==> config.mk <==
export PLATFORM = sky130hd
export DESIGN_NAME = fpgaio_regs
export DESIGN_NICKNAME = d
export VERILOG_FILES = /design/src/hdl/dmem_pkg.sv /design/src/hdl/fpgaio_pkg.sv /design/src/hdl/fpgaio_regs.sv
export SDC_FILE = /design/constraint.sdc
export NUM_CORES = 1
export LEC_CHECK = 0
export ABC_CLOCK_PERIOD_IN_PS = 800
export BUFFER_PORTS_ARGS = -buffer_cell sky130_fd_sc_hd__clkbuf_2
export CORE_ASPECT_RATIO = 1.1
export CORE_MARGIN = 5
export CORE_UTILIZATION = 36
export DETAILED_ROUTE_END_ITERATION = 6
export PLACE_DENSITY = 0.87
export SLEW_MARGIN = 0
export SYNTH_ARGS = -nofsm -noshare
export SYNTH_HDL_FRONTEND = slang
export SYNTH_SLANG_ARGS = --single-unit
==> constraint.sdc <==
create_clock -name clk -period 0.8 [get_ports clk]
set_input_delay 0.2 -clock clk [delete_from_list [all_inputs] [get_ports clk]]
set_output_delay 0.2 -clock clk [all_outputs]
set_load 0.02 [all_outputs]
==> src/hdl/dmem_pkg.sv <==
`default_nettype none

package dmem_pkg;

	// Data path of the 32-bit core
	localparam int WORD_W = 32;
	localparam int BYTE_W = 8;

	// One RAM lane per byte of the word
	localparam int NUM_LANES = WORD_W / BYTE_W;

	// Core word address spans RAM plus the I/O window
	localparam int CORE_AW = 11;

	// RAM word address, shared by protocol port and lanes
	localparam int RAM_AW = 10;

	// 1024 words per lane
	localparam int RAM_DEPTH = 1 << RAM_AW;

	// Address bit just above the RAM selects I/O
	localparam int IO_REGION_BIT = RAM_AW;

	// Full data word
	typedef logic [WORD_W-1:0] word_t;

	// Byte write strobes, bit k for lane k
	typedef logic [NUM_LANES-1:0] strb_t;

	// Data of a single lane
	typedef logic [BYTE_W-1:0] byte_t;

	// Word address as seen by the core
	typedef logic [CORE_AW-1:0] core_addr_t;

	// Word address inside the RAM
	typedef logic [RAM_AW-1:0] ram_addr_t;

endpackage

`default_nettype wire
==> src/hdl/fpgaio_pkg.sv <==
`default_nettype none

package fpgaio_pkg;

	import dmem_pkg::*;

	// Board I/O widths
	localparam int BTN_W = 4;
	localparam int SW_W = 3;
	localparam int LED_W = 4;

	typedef logic [BTN_W-1:0] btn_t;
	typedef logic [SW_W-1:0] sw_t;
	typedef logic [LED_W-1:0] led_t;

	// Word addresses just above the RAM
	localparam core_addr_t IO_BTN_ADDR = 11'h400;
	localparam core_addr_t IO_SW_ADDR = 11'h401;
	// Only writable I/O word
	localparam core_addr_t IO_LED_ADDR = 11'h402;

endpackage

`default_nettype wire

==> src/hdl/fpgaio_regs.sv <==
`default_nettype none

module fpgaio_regs
	import dmem_pkg::*, fpgaio_pkg::*;
(
	input wire clk,
	input wire nrst,

	// Board inputs, asynchronous to the core
	input wire btn_t btn,
	input wire sw_t sw,

	// LED store from the decoder
	input wire strb_t led_mask,
	input wire word_t data_in,

	// Mapped words for the load path
	output word_t btn_word,
	output word_t sw_word,
	output word_t led_word,

	// Board LEDs
	output led_t led
);

	// Buttons and switches sampled every cycle
	// zero-extended to a full word
	always_ff @(posedge clk) begin
		if (!nrst) begin
			btn_word <= '0;
			sw_word <= '0;
		end else begin
			btn_word <= word_t'(btn);
			sw_word <= word_t'(sw);
		end
	end

	// LED word, byte merge under the store mask
	always_ff @(posedge clk) begin
		if (!nrst) begin
			led_word <= '0;
		end else begin
			for (int k = 0; k < NUM_LANES; k++) begin
				// Untouched bytes keep their value
				if (led_mask[k]) begin
					led_word[k*BYTE_W +: BYTE_W] <= data_in[k*BYTE_W +: BYTE_W];
				end
			end
		end
	end

	// Low bits drive the board
	assign led = led_word[LED_W-1:0];

endmodule

`default_nettype wire

Yosys cells after proc, flatten, opt, wreduce, memory -nomap -nowiden
Cells that the tools add are included.
{"block": "word_totals", "out_inout_bits": 100, "wordCells": 8, "ff_bits": 96, "inputBits": 45}

Depth between registers and ports, before layout
{"block": "depth", "ltp_word": 0, "mapped_depth": 3, "depth_no_buf": 2}

Worst setup path before layout
No wires, ideal clock.
{"block": "synth_timing", "kind": "register to output", "start": "reg led_word[0]", "end": "out led_word[0]", "path_stages_with_launch": 2, "setup_slack_ps": -15, "required_time_ps": 600, "t_arrival_ps": 615, "cell_sequence": "dfxtp_1 buf_4"}
{"item": "from (decl)", "line": "fpgaio_regs.sv:20", "rtl": "output word_t led_word,"}
{"item": "from (signal, indexed assignment)", "line": "fpgaio_regs.sv:46", "rtl": "led_word[k*BYTE_W +: BYTE_W] <= data_in[k*BYTE_W +: BYTE_W];"}
No word-level cell between the ends.

Final worst setup path
{"block": "layout_timing", "start": "reg led_word[2]", "end": "out led[2]"}
{"item": "to (decl)", "line": "fpgaio_regs.sv:23", "rtl": "output led_t led"}
No word-level cell between the ends.

==> results.json <==
{
  "seq_area_um2": 840,
  "violations": "setup timing",
  "worstSetupEndpoint": "led[2]",
  "route.detailed.drc": 0,
  "area_delta_synth_final_pct": 46.1,
  "path_buf_inv": 1,
  "antenna_left": 0,
  "antenna_found_initial": 0,
  "synth_most_common_cell": "buf_4",
  "firstDrtPassIters": 2,
  "hold_violations": 0,
  "cts_tree": "done",
  "crit_type": "reg -> out",
  "io_buffers": 87,
  "rows": 27,
  "grt_overflow": 0,
  "ys_types": 8,
  "grtUsageTotal_pct": 11.8,
  "ys_ff_latch": 39,
  "synthCells": 180,
  "fin_skew_ns": 0,
  "cpLargestDelayFamily": "flip-flops",
  "grt_pass1_vias": 1290,
  "yosys.area.top_type": "dfxtp_1",
  "multi_input_area_um2": 782,
  "path_clk_slew_ns": 0.07,
  "dr.first_iter.drc_count": 14,
  "fin_crit_sh_pct": 122,
  "slew_violations": 0,
  "crit_fanout": 3,
  "die_w_um": 79.0,
  "antenna_cells": 0,
  "yosysWarnings": 0,
  "die_h_um": 85.9,
  "hpwlAfterDp_um": 2960,
  "yosys-top-cells-area": "dfxtp_1 (41%), buf_4 (24%), mux2i_1 (17%)",
  "fp.dieArea_mm2": 0.00678,
  "htree_levels": 2,
  "ff2ff_path_depth": 3,
  "r2r_slack_ns": 0,
  "worstPathArrival_ns": 0.77,
  "setup_viol": 44,
  "seq_area_frac_synth_pct": 41.4,
  "clock_latency_ns": 0.28,
  "yosysTopAreaCellShare_pct": 41.4,
  "rsz0062_at_grt": "yes",
  "clk_path_buf_depth": 2,
  "hold_buffers": 0,
  "cts-root-buf": "clkbuf_8",
  "grt_max_degree": 26,
  "total_leakage_power_nw": 1.39,
  "initial_core_util_pct": 37.4,
  "ir_drop_v": 0.00101,
  "critPathSlowestCell": "dfxtp_4",
  "cp-end-kind": "output port",
  "min_period_ns": 0.972,
  "final_layout_size_suffix_gt1_share_pct": 52.7,
  "clock.fmax_mhz": 1030,
  "worstPathRequired_ns": 0.60,
  "viasPerCell": 3.96,
  "wl_um": 4240,
  "nets": 317,
  "synth_common_cells": "buf_4 (61), dfxtp_1 (39), mux2i_1 (32), nor2b_1 (32), and2_1 (7)",
  "place_congestion": 0.634,
  "startpoint_type": "flop",
  "path_depth": 1,
  "cts.sinks": 39,
  "synth.avg_cell_area_um2": 10.5,
  "post_drt_wl_per_cell_um": 12.8,
  "total_power_w": 0.00459,
  "slowest_delay_ns": 0.36,
  "synth_edf_count": 0,
  "io-pin-count": 145,
  "grt_pass1_wl_um": 6220,
  "crit_chain": "buf_8",
  "netlist_area_mm2": 0.00188,
  "num_vias": 1312,
  "status": "complete, but fails checks",
  "fillers": 435,
  "timing.rr.start": "led_word[0]",
  "async_flop_share_pct": 0,
  "layout_setup_ws_ns": -0.172,
  "reg2reg_to": "led_word[0]",
  "cts_buffers": 5,
  "maxCapViolations": 0,
  "synth_ff_type": "dfxtp_1",
  "hold_path_class": "in -> reg",
  "coreArea_mm2": 0.00503,
  "fin_setup_tns_ns": -6.05,
  "worstSetupStartpoint": "led_word[2]",
  "dpl_worst_slack_ns": -0.0909,
  "power_density_mw_per_mm2": 1670
}
-- flip-flops by register name, indices dropped and copies added (netlist names) --
register	flops
btn_word	4
led_word	32
sw_word	3
-- worst reg2reg max path, cell delays in order (launching register included) --
cell	delay, ns
dfxtp_4	0.36
buf_4	0.13
mux2i_1	0.14
nor2b_1	0.06
-- kinds of logic after synthesis --
logic type | synth area share (%)
simple gates | 12.9
other cells | 0.199
mux | 17.0
flops | 41.4
buf+inv | 28.4
-- layer usage --
layer  global-route usage (%)  wire [um]  vias up
li1                         -          -      633
met1                     11.4       1360      588
met2                     22.1       2320       86
met3                     5.46        513        5
met4                     3.75         48        0
met5                        0          0        -
-- layout by cell type (no fill, tap or decap) --
cell	instances
clkbuf_1	2
buf_8	43
mux2i_1	31
nor2b_1	32
buf_12	2
clkinv_2	1
conb_1	57
and2_1	7
clkbuf_8	5
dfxtp_2	35
buf_4	8
mux2i_2	1
buf_6	1
clkbuf_2	44
dfxtp_4	4
-- report_power, final --
| part | internal (W) | switching (W) | total, W |
|---|---|---|---|
| Combinational | 0.000563 | 0.000612 | 0.00118 |
| Sequential | 0.00207 | 0.000104 | 0.00218 |
| Clock | 0.000611 | 0.000627 | 0.00124 |
| Total | 0.00325 | 0.00134 | 0.00459 |
-- final cells by class --
class / instances / area share, %
multi-input combinational: 128 / 28.4
timing repair buffer: 98 / 35.5
clock inverter: 1 / 0.182
sequential: 39 / 30.5
tap: 58 / 2.64
clock buffer: 7 / 2.77
-- stage by stage --
step	utilization, %	cell area [um2]	std cells	hold slack (ns)
floorplan	-	2100	236	0.322
global placement	42.0	2110	314	0.409
detailed placement	42.0	2110	314	0.405
CTS	52.4	2640	325	0.106
global route	54.7	2750	331	0.121
finish	54.7	2750	331	0.117
-- repair_timing --
| action | CTS | global route |
|---|---|---|
| gates resized for setup | 121 | 49 |
| setup buffers | 3 | 6 |
| setup endpoints to repair | 43 | 44 |
-- worst min-delay path by stage --
| stage | start | to | slack [ns] | cells past startpoint |
|---|---|---|---|---|
| 2_1_floorplan | btn[2] | btn_word[2] | 0.32 | 1 |
| 3_3_place_gp | sw[0] | sw_word[0] | 0.41 | 2 |
| 3_5_place_dp | btn[2] | btn_word[2] | 0.41 | 2 |
| 4_1_cts | btn[2] | btn_word[2] | 0.11 | 2 |
| 5_1_grt | btn[0] | btn_word[0] | 0.12 | 2 |
| 6_report | btn[2] | btn_word[2] | 0.12 | 2 |
(Power assumes the default switching activity.)
