$ cat src/hdl/dmem_pkg.sv
`default_nettype none

package dmem_pkg;

	// Data path of the 32-bit core
	localparam int WORD_W = 32;
	localparam int BYTE_W = 8;

	// One RAM lane per byte of the word
	localparam int NUM_LANES = WORD_W / BYTE_W;

	// Core word address spans RAM plus the I/O window
	localparam int CORE_AW = 11;

	// RAM word address, shared by protocol port and lanes
	localparam int RAM_AW = 10;

	// 1024 words per lane
	localparam int RAM_DEPTH = 1 << RAM_AW;

	// Address bit just above the RAM selects I/O
	localparam int IO_REGION_BIT = RAM_AW;

	// Full data word
	typedef logic [WORD_W-1:0] word_t;

	// Byte write strobes, bit k for lane k
	typedef logic [NUM_LANES-1:0] strb_t;

	// Data of a single lane
	typedef logic [BYTE_W-1:0] byte_t;

	// Word address as seen by the core
	typedef logic [CORE_AW-1:0] core_addr_t;

	// Word address inside the RAM
	typedef logic [RAM_AW-1:0] ram_addr_t;

endpackage

`default_nettype wire
$ cat src/hdl/fpgaio_pkg.sv
`default_nettype none

package fpgaio_pkg;

	import dmem_pkg::*;

	// Board I/O widths
	localparam int BTN_W = 4;
	localparam int SW_W = 3;
	localparam int LED_W = 4;

	typedef logic [BTN_W-1:0] btn_t;
	typedef logic [SW_W-1:0] sw_t;
	typedef logic [LED_W-1:0] led_t;

	// Word addresses just above the RAM
	localparam core_addr_t IO_BTN_ADDR = 11'h400;
	localparam core_addr_t IO_SW_ADDR = 11'h401;
	// Only writable I/O word
	localparam core_addr_t IO_LED_ADDR = 11'h402;

endpackage

`default_nettype wire

$ cat src/hdl/load_return_mux.sv
`default_nettype none

module load_return_mux
	import dmem_pkg::*, fpgaio_pkg::*;
(
	// Memory-stage address, one cycle after execute
	input wire core_addr_t mem_data_addr,

	// RAM word read at the execute address
	input wire word_t lane_core_rdata,

	// Mapped I/O words
	input wire word_t btn_word,
	input wire word_t sw_word,
	input wire word_t led_word,

	// Load data to the core, full word
	output word_t data_out
);

	logic in_io;

	// Region bit picks RAM or I/O
	assign in_io = mem_data_addr[IO_REGION_BIT];

	always_comb begin
		if (!in_io) begin
			// Registered lane output
			data_out = lane_core_rdata;
		end else begin
			case (mem_data_addr)
				IO_BTN_ADDR: data_out = btn_word;
				IO_SW_ADDR: data_out = sw_word;
				IO_LED_ADDR: data_out = led_word;
				// Unmapped I/O words read as zero
				default: data_out = '0;
			endcase
		end
	end

endmodule

`default_nettype wire

$ cat config.mk
export PLATFORM = sky130hd
export DESIGN_NAME = load_return_mux
export DESIGN_NICKNAME = d
export VERILOG_FILES = /design/src/hdl/dmem_pkg.sv /design/src/hdl/fpgaio_pkg.sv /design/src/hdl/load_return_mux.sv
export SDC_FILE = /design/constraint.sdc
export NUM_CORES = 1
export LEC_CHECK = 0
export BUFFER_PORTS_ARGS = -buffer_cell sky130_fd_sc_hd__buf_2
export CORE_ASPECT_RATIO = 1.4
export CORE_MARGIN = 10
export CORE_UTILIZATION = 31
export DETAILED_ROUTE_END_ITERATION = 6
export GPL_TIMING_DRIVEN = 0
export PLACE_DENSITY = 0.84
export SLEW_MARGIN = 20
export SYNTH_ARGS = -nofsm -noshare
export SYNTH_HDL_FRONTEND = slang
export SYNTH_SLANG_ARGS = --single-unit
export TNS_END_PERCENT = 30
$ cat constraint.sdc
create_clock -name vclk -period 1.64
set_clock_uncertainty 0.15 [all_clocks]
set_input_delay 0.164 -clock vclk [all_inputs]
set_output_delay 0.164 -clock vclk [all_outputs]
set_load 0.05 [all_outputs]
# Yosys cells after proc, flatten, opt, wreduce, memory -nomap -nowiden

Cells that the tools add are included.

Register bits: 0
Logic and storage cells: 5

Eq/ne operators: 3
Muxes and demuxes: 2

Operators with widths:

| kind                   | count |
|---|---|
| $pmux W32 S3           | 1 |
| $eq A11 B11 Y1 const B | 3 |
| $mux W32               | 1 |

# Depth between registers and ports, before layout

Depth after elaboration: 3
Gate-level depth with buffers: 5
Depth with buffers taken out: 3

# Least setup slack after synthesis

OpenSTA, ideal clock, no wires.

Path type: input -> output
From: input mem_data_addr[10]
To: output data_out[0]
Arrival time: 1,611 ps
Slack: -285 ps
Stages: 5
Path buffers: 2
Cell sequence: buf_4 nor4b_4 buf_6 a32oi_1 o22ai_1

Cells in the longest elaborated chain, start to end: 3
Elaborated cells on any way between the ends: 5
Classes of those cells: eq/ne (3); mux (2)

RTL lines:

| item           | line                  | source |
|---|---|---|
| from (decl)    | load_return_mux.sv:7  | `input wire core_addr_t mem_data_addr,` |
| $eq A11 B11 Y1 | load_return_mux.sv:31 | `case (mem_data_addr)` |
| $pmux W32 S3   | load_return_mux.sv:31 |  |
| $mux W32 *     | load_return_mux.sv:27 | `if (!in_io) begin` |
| to (decl)      | load_return_mux.sv:18 | `output word_t data_out` |

Every way passes the cells marked *; elsewhere a longest branch is shown, timed or not.

# Worst setup path in the final report

From: input mem_data_addr[8]
To: output data_out[29]

Cells in the longest elaborated chain, start to end: 3
Elaborated cells on any way between the ends: 5
Classes of those cells: eq/ne (3); mux (2)

RTL lines:

| item           | line |
|---|---|
| $eq A11 B11 Y1 | load_return_mux.sv:31 |
| $pmux W32 S3 * | load_return_mux.sv:31 |
| $mux W32 *     | load_return_mux.sv:27 |

Marked as above.

==> impl_metrics.prom <==
# TYPE chip_impl_metric gauge
chip_impl_metric{name="chipHeight",unit="um"} 92.5
chip_impl_metric{name="finalSetupViolCount",unit=""} 8
chip_impl_metric{name="grt.met2_usage",unit="%"} 38.1
chip_impl_metric{name="cp_max_fo",unit=""} 10
chip_impl_metric{name="postSynthNetCount",unit=""} 294
chip_impl_metric{name="instances_no_fill",unit=""} 377
chip_impl_info{name="top_cells_by_area_in_the_synthesized_netlist",value="mux2_1, a32oi_1, o22ai_1"} 1
chip_impl_metric{name="io_pins",unit=""} 171
chip_impl_metric{name="finalCritPeriodShare",unit="%"} 103
chip_impl_metric{name="switching_fraction",unit="%"} 53.1
chip_impl_metric{name="grt_antenna_before_repair",unit=""} 0
chip_impl_metric{name="finish.net_count",unit=""} 476
chip_impl_metric{name="drc",unit=""} 0
chip_impl_metric{name="seq_cell_area",unit="um2"} 0
chip_impl_metric{name="effective_utilization_at_floorplan",unit="%"} 32.0
chip_impl_metric{name="syn_avg_cell_area",unit="um2"} 7.52
chip_impl_metric{name="drt_iter0_markers",unit=""} 92
chip_impl_metric{name="max-cap-violations",unit=""} 0
chip_impl_metric{name="power.density",unit="nW/um2"} 269
chip_impl_metric{name="worst_slew_pin_slew",unit="ns"} 0.703
chip_impl_metric{name="p_leak",unit="uW"} 0.00134
chip_impl_info{name="crit_type",value="input port to output port"} 1
chip_impl_metric{name="drtPass1Iterations",unit=""} 4
chip_impl_metric{name="buffer_ports.inserted",unit=""} 169
chip_impl_info{name="grt_setup_unrepaired",value="true"} 1
chip_impl_metric{name="first_global_vias",unit=""} 2364
chip_impl_metric{name="fp.dieArea",unit="um2"} 6640
chip_impl_metric{name="clock_buffers",unit=""} 0
chip_impl_info{name="hold_class",value="input port to output port"} 1
chip_impl_metric{name="grt_overflow",unit=""} 0
chip_impl_metric{name="die_width",unit="um"} 71.8
chip_impl_metric{name="placed_cells",unit=""} 366
chip_impl_metric{name="synth_top_area_share",unit="%"} 30.9
chip_impl_metric{name="row_count",unit=""} 26
chip_impl_metric{name="global_route_met1_usage",unit="%"} 16.5
chip_impl_metric{name="timing.max_slew.rel_slack",unit="%"} 53.1
chip_impl_metric{name="fmax",unit="MHz"} 593
chip_impl_metric{name="grt_met3_usage",unit="%"} 10.1
chip_impl_metric{name="hold_slack",unit="ns"} 0.548
chip_impl_metric{name="fin_ws",unit="ns"} -0.0456
chip_impl_metric{name="cts-hold-fix-buffers",unit=""} 0
chip_impl_metric{name="maxSlewViolCount",unit=""} 0
chip_impl_metric{name="wirelength",unit="um"} 8330
chip_impl_metric{name="fin_setup_tns",unit="ns"} -0.123
chip_impl_metric{name="hold_violations",unit=""} 0
chip_impl_metric{name="hpwlAfterDp",unit="um"} 5990
chip_impl_metric{name="critical_path_required",unit="ns"} 1.33
chip_impl_info{name="failed_checks",value="negative setup slack"} 1
chip_impl_metric{name="min_delay_path_depth",unit=""} 4
chip_impl_metric{name="vdd_ir_drop_max",unit="mV"} 0.222
chip_impl_metric{name="pre_cts_slack",unit="ns"} -0.211
chip_impl_metric{name="synth.distinct_cells",unit=""} 16
chip_impl_metric{name="antenna_cells",unit=""} 0
chip_impl_metric{name="fin_crit",unit="ns"} 1.69
chip_impl_metric{name="vias",unit=""} 2160
chip_impl_metric{name="coreArea",unit="um2"} 3640
chip_impl_metric{name="cell_internal_pwr",unit="uW"} 334
chip_impl_metric{name="seq_cell_count",unit=""} 0
chip_impl_metric{name="overall_global_routing_resource_usage",unit="%"} 19.4
chip_impl_metric{name="gpl.final_weighted_congestion",unit=""} 0.767
chip_impl_metric{name="synth_area",unit="um2"} 1160
chip_impl_info{name="hp-start",value="lane_core_rdata[10]"} 1
chip_impl_metric{name="total_switching_power",unit="uW"} 377
chip_impl_metric{name="antenna_left",unit=""} 0
chip_impl_info{name="outcome",value="finished, violations left"} 1
chip_impl_metric{name="grt_first_pass_wirelength",unit="um"} 10900
chip_impl_metric{name="ys_seq_area_share",unit="%"} 0
chip_impl_metric{name="synthToLayoutAreaGrowth",unit="%"} 127
chip_impl_metric{name="ys_warn_count",unit=""} 0
chip_impl_info{name="start_kind",value="input port"} 1
chip_impl_metric{name="number_of_standard_cells_after_synthesis",unit=""} 155
chip_impl_metric{name="pwr-share-seq",unit="%"} 0
chip_impl_info{name="yosys.area.top_type",value="mux2_1"} 1
chip_impl_metric{name="power.combinational.fraction",unit="%"} 100.0
chip_impl_metric{name="grt_start_max_net_pins",unit=""} 11
chip_impl_metric{name="clock_network_fraction_of_total_power",unit="%"} 0
chip_impl_metric{name="detailed_route_wire_length_per_cell",unit="um"} 22.1
chip_impl_info{name="crit_path_end_kind",value="output port"} 1
chip_impl_metric{name="power.total",unit="uW"} 711
chip_impl_metric{name="final_layout_size_suffix_gt1_share",unit="%"} 67.8
chip_impl_metric{name="viasPerCell",unit=""} 5.73
chip_impl_metric{name="crit_arrival",unit="ns"} 1.37
chip_impl_info{name="gr_peak_layer",value="met2"} 1
chip_impl_info{name="hold_path_end",value="data_out[10]"} 1
-- placed cells by master (no fill, tap or decap) --
master | Yosys | layout
buf_2 | 4 | 136
buf_12 | 0 | 1
nor2b_2 | 0 | 1
buf_6 | 6 | 21
nand2_1 | 1 | 1
clkbuf_16 | 0 | 4
mux2_1 | 32 | 31
clkbuf_4 | 0 | 4
mux2_2 | 0 | 1
a22oi_1 | 1 | 1
nor4b_4 | 1 | 1
buf_4 | 4 | 21
clkbuf_8 | 0 | 2
a32oi_1 | 31 | 24
inv_1 | 32 | 32
and3b_1 | 1 | 1
nor3b_4 | 0 | 1
buf_8 | 0 | 8
o22ai_1 | 32 | 14
nor4_2 | 0 | 1
clkbuf_1 | 6 | 3
o22ai_2 | 0 | 18
a32oi_2 | 0 | 7
nor2_1 | 1 | 1
-- critical path, cell delays in order --
cell      delay (ns)
buf_2           0.10
nor4_2          0.26
nand2_1         0.08
buf_4           0.17
clkbuf_8        0.17
o22ai_1         0.18
buf_4           0.24
-- layer usage --
metal	wire, um	vias up
met5	0	-
met4	228	0
met3	1050	23
met2	4330	162
met1	2720	1001
li1	-	974
-- synth_stat cells, drive strengths merged --
cell,instances
nor2b,1
a22oi,1
nor4b,1
nor3b,1
nor4,1
o22ai,32
nor2,1
a32oi,31
buf,14
clkbuf,6
and3b,1
nand2,1
inv,32
mux2,32
-- worst max path at each step --
stage / end / depth (start not counted) / from / slack, ns
floorplan: data_out[13] / 5 / mem_data_addr[10] / -0.28
global placement: data_out[25] / 6 / mem_data_addr[7] / -0.20
detailed placement: data_out[13] / 6 / mem_data_addr[7] / -0.21
CTS: data_out[2] / 6 / mem_data_addr[5] / -0.004
global route: data_out[29] / 7 / mem_data_addr[5] / -0.09
finish: data_out[29] / 7 / mem_data_addr[8] / -0.05
-- timing repair --
action                                  4_1_cts  5_1_grt
cloned                                        1        5
resized for setup                            47       61
pin swaps                                     2        9
setup buffers                                 4        2
endpoints found under the setup margin       31       32
-- power groups by stage --
stage | sequential [uW] | clock (uW) | combinational [uW]
final | 0 | 0 | 711
after global placement | 0 | 0 | 562
after CTS | 0 | 0 | 613
after detailed placement | 0 | 0 | 571
after floorplan | 0 | 0 | 333
after global routing | 0 | 0 | 750
-- cell families (layout without fill, tap and decap cells) --
| logic type | Yosys count | count (layout) | share of synthesized area, % |
|---|---|---|---|
| compound gates | 64 | 64 | 41.1 |
| mux | 32 | 32 | 30.9 |
| buf+inv | 52 | 232 | 22.3 |
| simple gates | 7 | 7 | 5.59 |
-- layout make-up --
type                            count  area, um2
Multi-Input combinational cell    103       1080
Fill cell                         273       1000
Timing Repair Buffer              181       1160
Tap cell                           42       52.6
Buffer                             19        220
Inverter                           32        120
-- per-stage QoR --
stage | util [%] | area [um2]
6_report | 72.5 | 2640
5_1_grt | 72.5 | 2640
4_1_cts | 62.3 | 2270
3_5_place_dp | 57.3 | 2090
3_3_place_gp | 57.3 | 2090
2_1_floorplan | - | 1190
Note: power is estimated with default switching activity, not from simulation.
