<file path="src/hdl/dmem_pkg.sv">
`default_nettype none

package dmem_pkg;

	// Data path of the 32-bit core
	localparam int WORD_W = 32;
	localparam int BYTE_W = 8;

	// One RAM lane per byte of the word
	localparam int NUM_LANES = WORD_W / BYTE_W;

	// Core word address spans RAM plus the I/O window
	localparam int CORE_AW = 11;

	// RAM word address, shared by protocol port and lanes
	localparam int RAM_AW = 10;

	// 1024 words per lane
	localparam int RAM_DEPTH = 1 << RAM_AW;

	// Address bit just above the RAM selects I/O
	localparam int IO_REGION_BIT = RAM_AW;

	// Full data word
	typedef logic [WORD_W-1:0] word_t;

	// Byte write strobes, bit k for lane k
	typedef logic [NUM_LANES-1:0] strb_t;

	// Data of a single lane
	typedef logic [BYTE_W-1:0] byte_t;

	// Word address as seen by the core
	typedef logic [CORE_AW-1:0] core_addr_t;

	// Word address inside the RAM
	typedef logic [RAM_AW-1:0] ram_addr_t;

endpackage

`default_nettype wire
</file>
<file path="src/hdl/fpgaio_pkg.sv">
`default_nettype none

package fpgaio_pkg;

	import dmem_pkg::*;

	// Board I/O widths
	localparam int BTN_W = 4;
	localparam int SW_W = 3;
	localparam int LED_W = 4;

	typedef logic [BTN_W-1:0] btn_t;
	typedef logic [SW_W-1:0] sw_t;
	typedef logic [LED_W-1:0] led_t;

	// Word addresses just above the RAM
	localparam core_addr_t IO_BTN_ADDR = 11'h400;
	localparam core_addr_t IO_SW_ADDR = 11'h401;
	// Only writable I/O word
	localparam core_addr_t IO_LED_ADDR = 11'h402;

endpackage

`default_nettype wire

</file>
<file path="src/hdl/store_lane_decode.sv">
`default_nettype none

module store_lane_decode
	import dmem_pkg::*, fpgaio_pkg::*;
(
	input wire clk,
	input wire nrst,

	// Core store, execute stage
	input wire strb_t dm_write,
	input wire core_addr_t exe_data_addr,

	// Protocol controller store
	input wire strb_t con_write,

	// Per-lane enables toward the RAM lanes
	output strb_t core_we,
	output strb_t con_we,

	// Byte enables for the LED word
	output strb_t led_mask
);

	logic in_io;

	// Word, aligned half or single byte
	function automatic logic legal_strb(input strb_t s);
		case (s)
			4'b1111,
			4'b0011, 4'b1100,
			4'b0001, 4'b0010, 4'b0100, 4'b1000: legal_strb = 1'b1;
			default: legal_strb = 1'b0;
		endcase
	endfunction

	// Region bit set means an I/O access
	assign in_io = exe_data_addr[IO_REGION_BIT];

	// I/O stores never alias into the RAM
	assign core_we = in_io ? '0 : dm_write;

	// LED is the only writable I/O word
	// stores to other I/O words are dropped
	assign led_mask = (exe_data_addr == IO_LED_ADDR) ? dm_write : '0;

	// Protocol side reaches RAM only, same strobe layout
	assign con_we = con_write;

	// Core must issue sb, sh or sw patterns only
	a_core_strb_legal: assert property (
		@(posedge clk) disable iff (!nrst)
		(dm_write != '0) |-> legal_strb(dm_write)
	) else $error("illegal core store strobe %b", dm_write);

	// Same rule for the protocol controllers
	a_con_strb_legal: assert property (
		@(posedge clk) disable iff (!nrst)
		(con_write != '0) |-> legal_strb(con_write)
	) else $error("illegal protocol store strobe %b", con_write);

endmodule

`default_nettype wire

</file>
<file path="config.mk">
export PLATFORM = sky130hd
export DESIGN_NAME = store_lane_decode
export DESIGN_NICKNAME = d
export VERILOG_FILES = /design/src/hdl/dmem_pkg.sv /design/src/hdl/fpgaio_pkg.sv /design/src/hdl/store_lane_decode.sv
export SDC_FILE = /design/constraint.sdc
export NUM_CORES = 1
export LEC_CHECK = 0
export ABC_AREA = 1
export BUFFER_PORTS_ARGS = -buffer_cell sky130_fd_sc_hd__buf_2
export CAP_MARGIN = 20
export CORE_AREA = 2 2 39 41
export DETAILED_ROUTE_END_ITERATION = 10
export DIE_AREA = 0 0 41 43
export GPL_TIMING_DRIVEN = 0
export MAX_ROUTING_LAYER = met4
export PLACE_DENSITY_LB_ADDON = 0.3
export SLEW_MARGIN = 20
export SYNTH_ARGS = -nofsm -noshare
export SYNTH_HDL_FRONTEND = slang
export SYNTH_SLANG_ARGS = --single-unit
</file>
<file path="constraint.sdc">
create_clock -name vclk -period 0.8
set_clock_uncertainty 0.2 [all_clocks]
set_input_delay 0.08 -clock vclk [all_inputs]
set_output_delay 0.08 -clock vclk [all_outputs]
set_load 0.1 [all_outputs]
</file>
# Yosys cells after proc, flatten, opt, wreduce, memory -nomap -nowiden
# Cells that the tools add are included.
[totals]
output_inout_bits = 12
regBits = 0
inputBits = 21
[op_classes]
eq_ne = 1
mux = 2
[ops]
columns = ["cell", "count"]
rows = [
  ["$eq A11 B11 Y1 const B", 1],
  ["$mux W4", 2],
]

# Depth between registers and ports, before layout
# Gate-level depths: netlist of run 1.
[depth]
word_depth = 2
ltp_mapped = 5
mapped_depth_nobuf = 5

# Worst setup path before layout of run 1
# No wires, ideal clock.
[synth_timing]
path_kind = "input -> output"
start = "input exe_data_addr[0]"
end = "output led_mask[0]"
cell_stages = 5
slack_ps = -1107
n_path_buf = 0
t_arrival_ps = 1627
cell_sequence = "inv_1 nand2_1 nor2_2 nand3_2 nor2_1"
[synth_via]
elab_chain_len = 2
[synth_lines]
columns = ["item", "line_no", "rtl"]
rows = [
  ["from (decl)", "store_lane_decode.sv:11", "input wire core_addr_t exe_data_addr,"],
  ["$eq A11 B11 Y1", "store_lane_decode.sv:44", "assign led_mask = (exe_data_addr == IO_LED_ADDR) ? dm_write : '0;"],
  ["$mux W4", "store_lane_decode.sv:44", ""],
  ["to (decl)", "store_lane_decode.sv:21", "output strb_t led_mask"],
]
# Every way passes these cells.

# Final worst setup path of run 1
[layout_timing]
start = "input exe_data_addr[4]"
end = "output led_mask[3]"
# Same word-level chain as after synthesis.

==> results.json, run 1 <==
{
  "status": "finished, violations left",
  "violations": "setup timing",
  "synthesis.nets": 54,
  "synth-seq-area-share": 0,
  "fin_crit_ns": 1.15,
  "worstMarginPinSlew_ns": 0.278,
  "worstPathCellList": "buf_6 > inv_4 > nand2_4 > nor2_4 > nand3_4 > nor2_4 > buf_12",
  "timing.final.ws_setup_ns": -0.353,
  "syn_area_per_cell_um2": 4.63,
  "critPathSlowestCell": "buf_12",
  "critPathBufInv": 3,
  "rsz0062_at_grt": "true",
  "yosys_warnings": 0,
  "ant_nets": 0,
  "preCtsSetupSlack_ns": -0.693,
  "crit_path_start_kind": "input pin",
  "drc_errors": 0,
  "seq_cell_count": 0,
  "slowest_delay_ns": 0.18,
  "drv_cap": 0,
  "slew_violations": 0,
  "path_max_fanout": 4,
  "routedWlPerCell_um": 7.92,
  "path_common_cell": "nor2_4",
  "min_from": "exe_data_addr[10]",
  "synth-simple-area-share": 0.508,
  "start_util": 0.110,
  "cellLeakagePower_uw": 0.000292,
  "core_area_um2": 1380,
  "io_pins": 33,
  "synth_area_um2": 153,
  "area_growth_pct": 320,
  "tns_ns": -1.36,
  "worstSetupEndpointType": "output port",
  "post_cts.repair.setup_buffers": 0,
  "routed_wl_um": 602,
  "dieArea_um2": 1760,
  "gp_congestion": 0.546,
  "worstPathArrival_ns": 0.87,
  "fp-row-count": 14,
  "grt_overflow_total": 0,
  "cts_hold_buffers": 0,
  "relSlewSlack": 0.816,
  "hold_end": "core_we[2]",
  "holdPathStages": 3,
  "vias": 268,
  "seq_area_um2": 0,
  "synth_top_family_by_area": "simple AND/OR/NAND/NOR gates",
  "first_pass_iters": 2,
  "num_antenna_cells": 0,
  "place_hpwl_um": 443,
  "yosys.area_share.adder": 0,
  "grt_pass1_vias": 247,
  "grt_pass1_wl_um": 1000,
  "nClkBuffers": 0,
  "die_x_um": 41,
  "viasPerCell": 3.53,
  "drt_iter0_drc": 1,
  "critPathTopFamily": "simple AND/OR/NAND/NOR gates",
  "placed_area_um2": 443,
  "synth_compound_area_frac": 0,
  "portBuffers": 27,
  "finalPower_uw": 410,
  "synthXorXnorAreaFrac": 0,
  "yosysUniqueCellTypes": 6,
  "critPathRequiredTime_ns": 0.52,
  "fin_area_um2": 641,
  "antenna_found_initial": 0,
  "layout.nets": 83,
  "synthCells": 33,
  "vdd_ir_drop_max_mv": 0.245,
  "hold_violations": 0,
  "drive_gt1_frac": 1.00,
  "grt_usage": 0.0788,
  "hold-worst-slack_ns": 0.277,
  "muxShareOfSynthArea": 0,
  "fmax_ghz": 0.867,
  "setup_violations": 4,
  "die_h_um": 43,
  "crit_type": "input pin to output port",
  "grt_max_degree": 6,
  "post-route-period-util": 1.44,
  "p_per_area_nw_per_um2": 640,
  "hp-class": "input pin to output port"
}
logic make-up (layout without fill, tap and decap cells):
group	after synthesis	after routing
simple gates	17	17
buf+inv	16	43
timing repair:
item,CTS,global route
pin swaps,10,8
hold endpoints to repair,0,0
gates resized for setup,52,6
endpoints found under the setup margin,12,7
layout by cell type, fill, tap and decap left out:
cell type	netlist	layout
buf_12	0	8
clkinv_4	0	1
buf_2	0	6
nand2_2	0	2
inv_4	0	3
nand2_4	0	3
nand3_4	0	1
inv_2	0	6
buf_6	0	8
buf_4	4	8
inv_8	0	1
nor2_4	0	11
buf_8	0	1
inv_12	0	1
metal layers:
layer | vias up | global-route usage | part of all wire
li1 | 140 | - | -
met4 | 0 | 0 | 0
met3 | 0 | 0 | 0.061
met2 | 10 | 0.144 | 0.66
met1 | 118 | 0.0981 | 0.27
met5 | - | - | 0
how the worst max path moves through the flow:
stage | startpoint | end | depth (start not counted) | slack, ns
3_5_place_dp | exe_data_addr[10] | led_mask[0] | 6 | -0.69
3_3_place_gp | exe_data_addr[10] | led_mask[0] | 6 | -0.69
5_1_grt | exe_data_addr[4] | led_mask[3] | 7 | -0.40
4_1_cts | exe_data_addr[0] | led_mask[0] | 7 | -0.35
2_1_floorplan | exe_data_addr[3] | led_mask[0] | 5 | -0.40
6_report | exe_data_addr[4] | led_mask[3] | 7 | -0.35
final cells by class:
cell class / instances / area [um^2]
Buffer: 4 / 30.0
Fill cell: 137 / 743
Inverter: 12 / 77.6
Multi-Input combinational cell: 17 / 188
Tap cell: 16 / 20.0
Timing Repair Buffer: 27 / 325
cells in the mapped netlist:
cell type / instances / area (um^2)
nand2_1: 5 / 18.8
nor2_2: 3 / 18.8
nor2_1: 8 / 30.0
nand3_2: 1 / 10.0
inv_1: 12 / 45.0
buf_4: 4 / 30.0
stage by stage:
step / cells / utilization
4_1_cts: 76 / 0.447
2_1_floorplan: 33 / -
3_3_place_gp: 76 / 0.320
6_report: 76 / 0.463
3_5_place_dp: 76 / 0.320
5_1_grt: 76 / 0.463
power breakdown:
| group | switching, uW | total [uW] | leakage, uW | internal (uW) |
|---|---|---|---|---|
| clock | 0 | 0 | 0 | 0 |
| sequential | 0 | 0 | 0 | 0 |
| combinational | 255 | 410 | 0.000292 | 155 |
Power figures use the tool's default switching activity.
==> inputs of run 2 (changes only) <==
==> constraint.sdc (replaced) <==
create_clock -name vclk -period 0.95
set_clock_uncertainty 0.2 [all_clocks]
set_input_delay 0.095 -clock vclk [all_inputs]
set_output_delay 0.095 -clock vclk [all_outputs]
set_load 0.1 [all_outputs]
==> run 2 against run 1 <==
  * The run still ends with setup timing left
  * Largest power group unchanged
  * Non-clock buffer count is the same
  * Critical path depth unchanged
  * Flip-flop and latch count unchanged
  * Worst setup slack improved by 0.14 ns
  * Count of clock-buffer cells in the layout did not move
  * Hold slack better by 0.097 ns
==> results.json, run 2 (synthesized netlist as in run 1, its figures left out) <==
{
  "status": "finished, violations left",
  "violations": "setup timing",
  "worstPathCellList": "buf_4 > clkinv_4 > nand2_4 > nor2_4 > nand3_4 > nor2_4 > buf_12",
  "hold_violations": 0,
  "fin_crit_ns": 1.17,
  "critPathSlowestCell": "buf_12",
  "seq_area_um2": 0,
  "num_antenna_cells": 0,
  "fillCellCount": 148,
  "die_x_um": 41,
  "io_pins": 33,
  "area_growth_pct": 245,
  "grt_pass1_vias": 226,
  "die_h_um": 43,
  "path_max_fanout": 4,
  "timing.final.ws_setup_ns": -0.218,
  "post-route-period-util": 1.23,
  "rsz0062_at_grt": "true",
  "drv_cap": 0,
  "antenna_found_initial": 0,
  "setup_violations": 4,
  "portBuffers": 27,
  "core_area_um2": 1380,
  "p_per_area_nw_per_um2": 540,
  "critPathCapture": "led_mask[0]",
  "dieArea_um2": 1760,
  "routedWlPerCell_um": 6.97,
  "grt_usage": 0.0706,
  "viasPerCell": 3.50,
  "place_hpwl_um": 444,
  "first_pass_iters": 3,
  "layout.nets": 83,
  "drive_gt1_frac": 0.933,
  "slowest_delay_ns": 0.18,
  "worstMarginPinSlew_ns": 0.483,
  "drc_errors": 0,
  "cp-startpoint": "exe_data_addr[3]",
  "grt_pass1_wl_um": 917,
  "finalPower_uw": 284,
  "placed_area_um2": 415,
  "ant_nets": 0,
  "vdd_ir_drop_max_mv": 0.152,
  "crit_path_start_kind": "input pin",
  "relSlewSlack": 0.680,
  "start_util": 0.110,
  "fp-row-count": 14,
  "topRoutingLayerUsed": "met3",
  "preCtsSetupSlack_ns": -0.608,
  "nClkBuffers": 0,
  "fin_area_um2": 527,
  "drt_iter0_drc": 1,
  "path_common_cell": "nor2_4",
  "worstSetupEndpointType": "output port",
  "grt_overflow_total": 0,
  "hp-class": "input pin to output port",
  "utilization": 0.381,
  "fmax_ghz": 0.856,
  "cellLeakagePower_uw": 0.000261,
  "grt_max_degree": 6,
  "routed_wl_um": 530,
  "layout_common_cells": "buf_2 (13), nor2_4 (11), buf_4 (9), inv_2 (5), buf_6 (5)",
  "wl_met2_um": 302,
  "crit_type": "input pin to output port",
  "seq_cell_count": 0,
  "vias": 266,
  "critPathRequiredTime_ns": 0.65,
  "drt-met1-wl_um": 165,
  "gp_congestion": 0.574,
  "worstPathArrival_ns": 0.87,
  "slew_violations": 0,
  "final_common_cell": "buf_2",
  "wl_met3_um": 63
}
==> run 2: changes by cell type in the layout (fill, tap and decap cells not counted), moves of 3 or more <==
cell,before,now
buf_2,6,13
buf_6,8,5
inv_1,0,4
buf_12,8,4
==> run 2: area by class of cell <==
cell class	instances	area [um^2]	area share
Timing Repair Buffer	27	239	0.454
Inverter	12	55.1	0.105
Multi-Input combinational cell	17	183	0.347
Tap cell	16	20.0	0.0380
Buffer	4	30.0	0.0570
==> run 2: power breakdown <==
group	switching (uW)	internal, uW
Sequential	0	0
Clock	0	0
Combinational	198	85.8
==> run 2: worst max-delay path: cells and delay by family <==
family | cells | cell delay [ns]
simple gates | 4 | 0.43
buf+inv | 3 | 0.34
==> run 2: worst min path at each step <==
stage / to / cells after the start / from / slack, ns
after global routing: con_we[1] / 2 / con_write[1] / 0.38
after floorplan: core_we[0] / 1 / exe_data_addr[10] / 0.09
final: con_we[1] / 2 / con_write[1] / 0.37
after detailed placement: con_we[0] / 2 / con_write[0] / 0.37
after CTS: con_we[0] / 2 / con_write[0] / 0.37
after global placement: con_we[3] / 2 / con_write[3] / 0.37
==> run 2: through the flow <==
| step | cells | hold slack [ns] | TNS [ns] |
|---|---|---|---|
| after floorplan | 33 | 0.0919 | -1.08 |
| after global placement | 76 | 0.374 | -3.01 |
| after detailed placement | 76 | 0.374 | -3.05 |
| after CTS | 76 | 0.374 | -0.889 |
| after global routing | 76 | 0.384 | -1.03 |
| final | 76 | 0.374 | -0.814 |
==> run 2: what timing repair did <==
action,4_1_cts,5_1_grt
resized for setup,29,3
setup buffers,0,0
hold buffers,0,0
pin swaps,7,3
endpoints found under the setup margin,8,4
cloned,0,0
==> run 2: metal layers <==
metal	vias to the layer above	global-route usage
met1	112	0.0918
met2	16	0.125
met3	0	0
met5	-	-
met4	0	0
li1	138	-
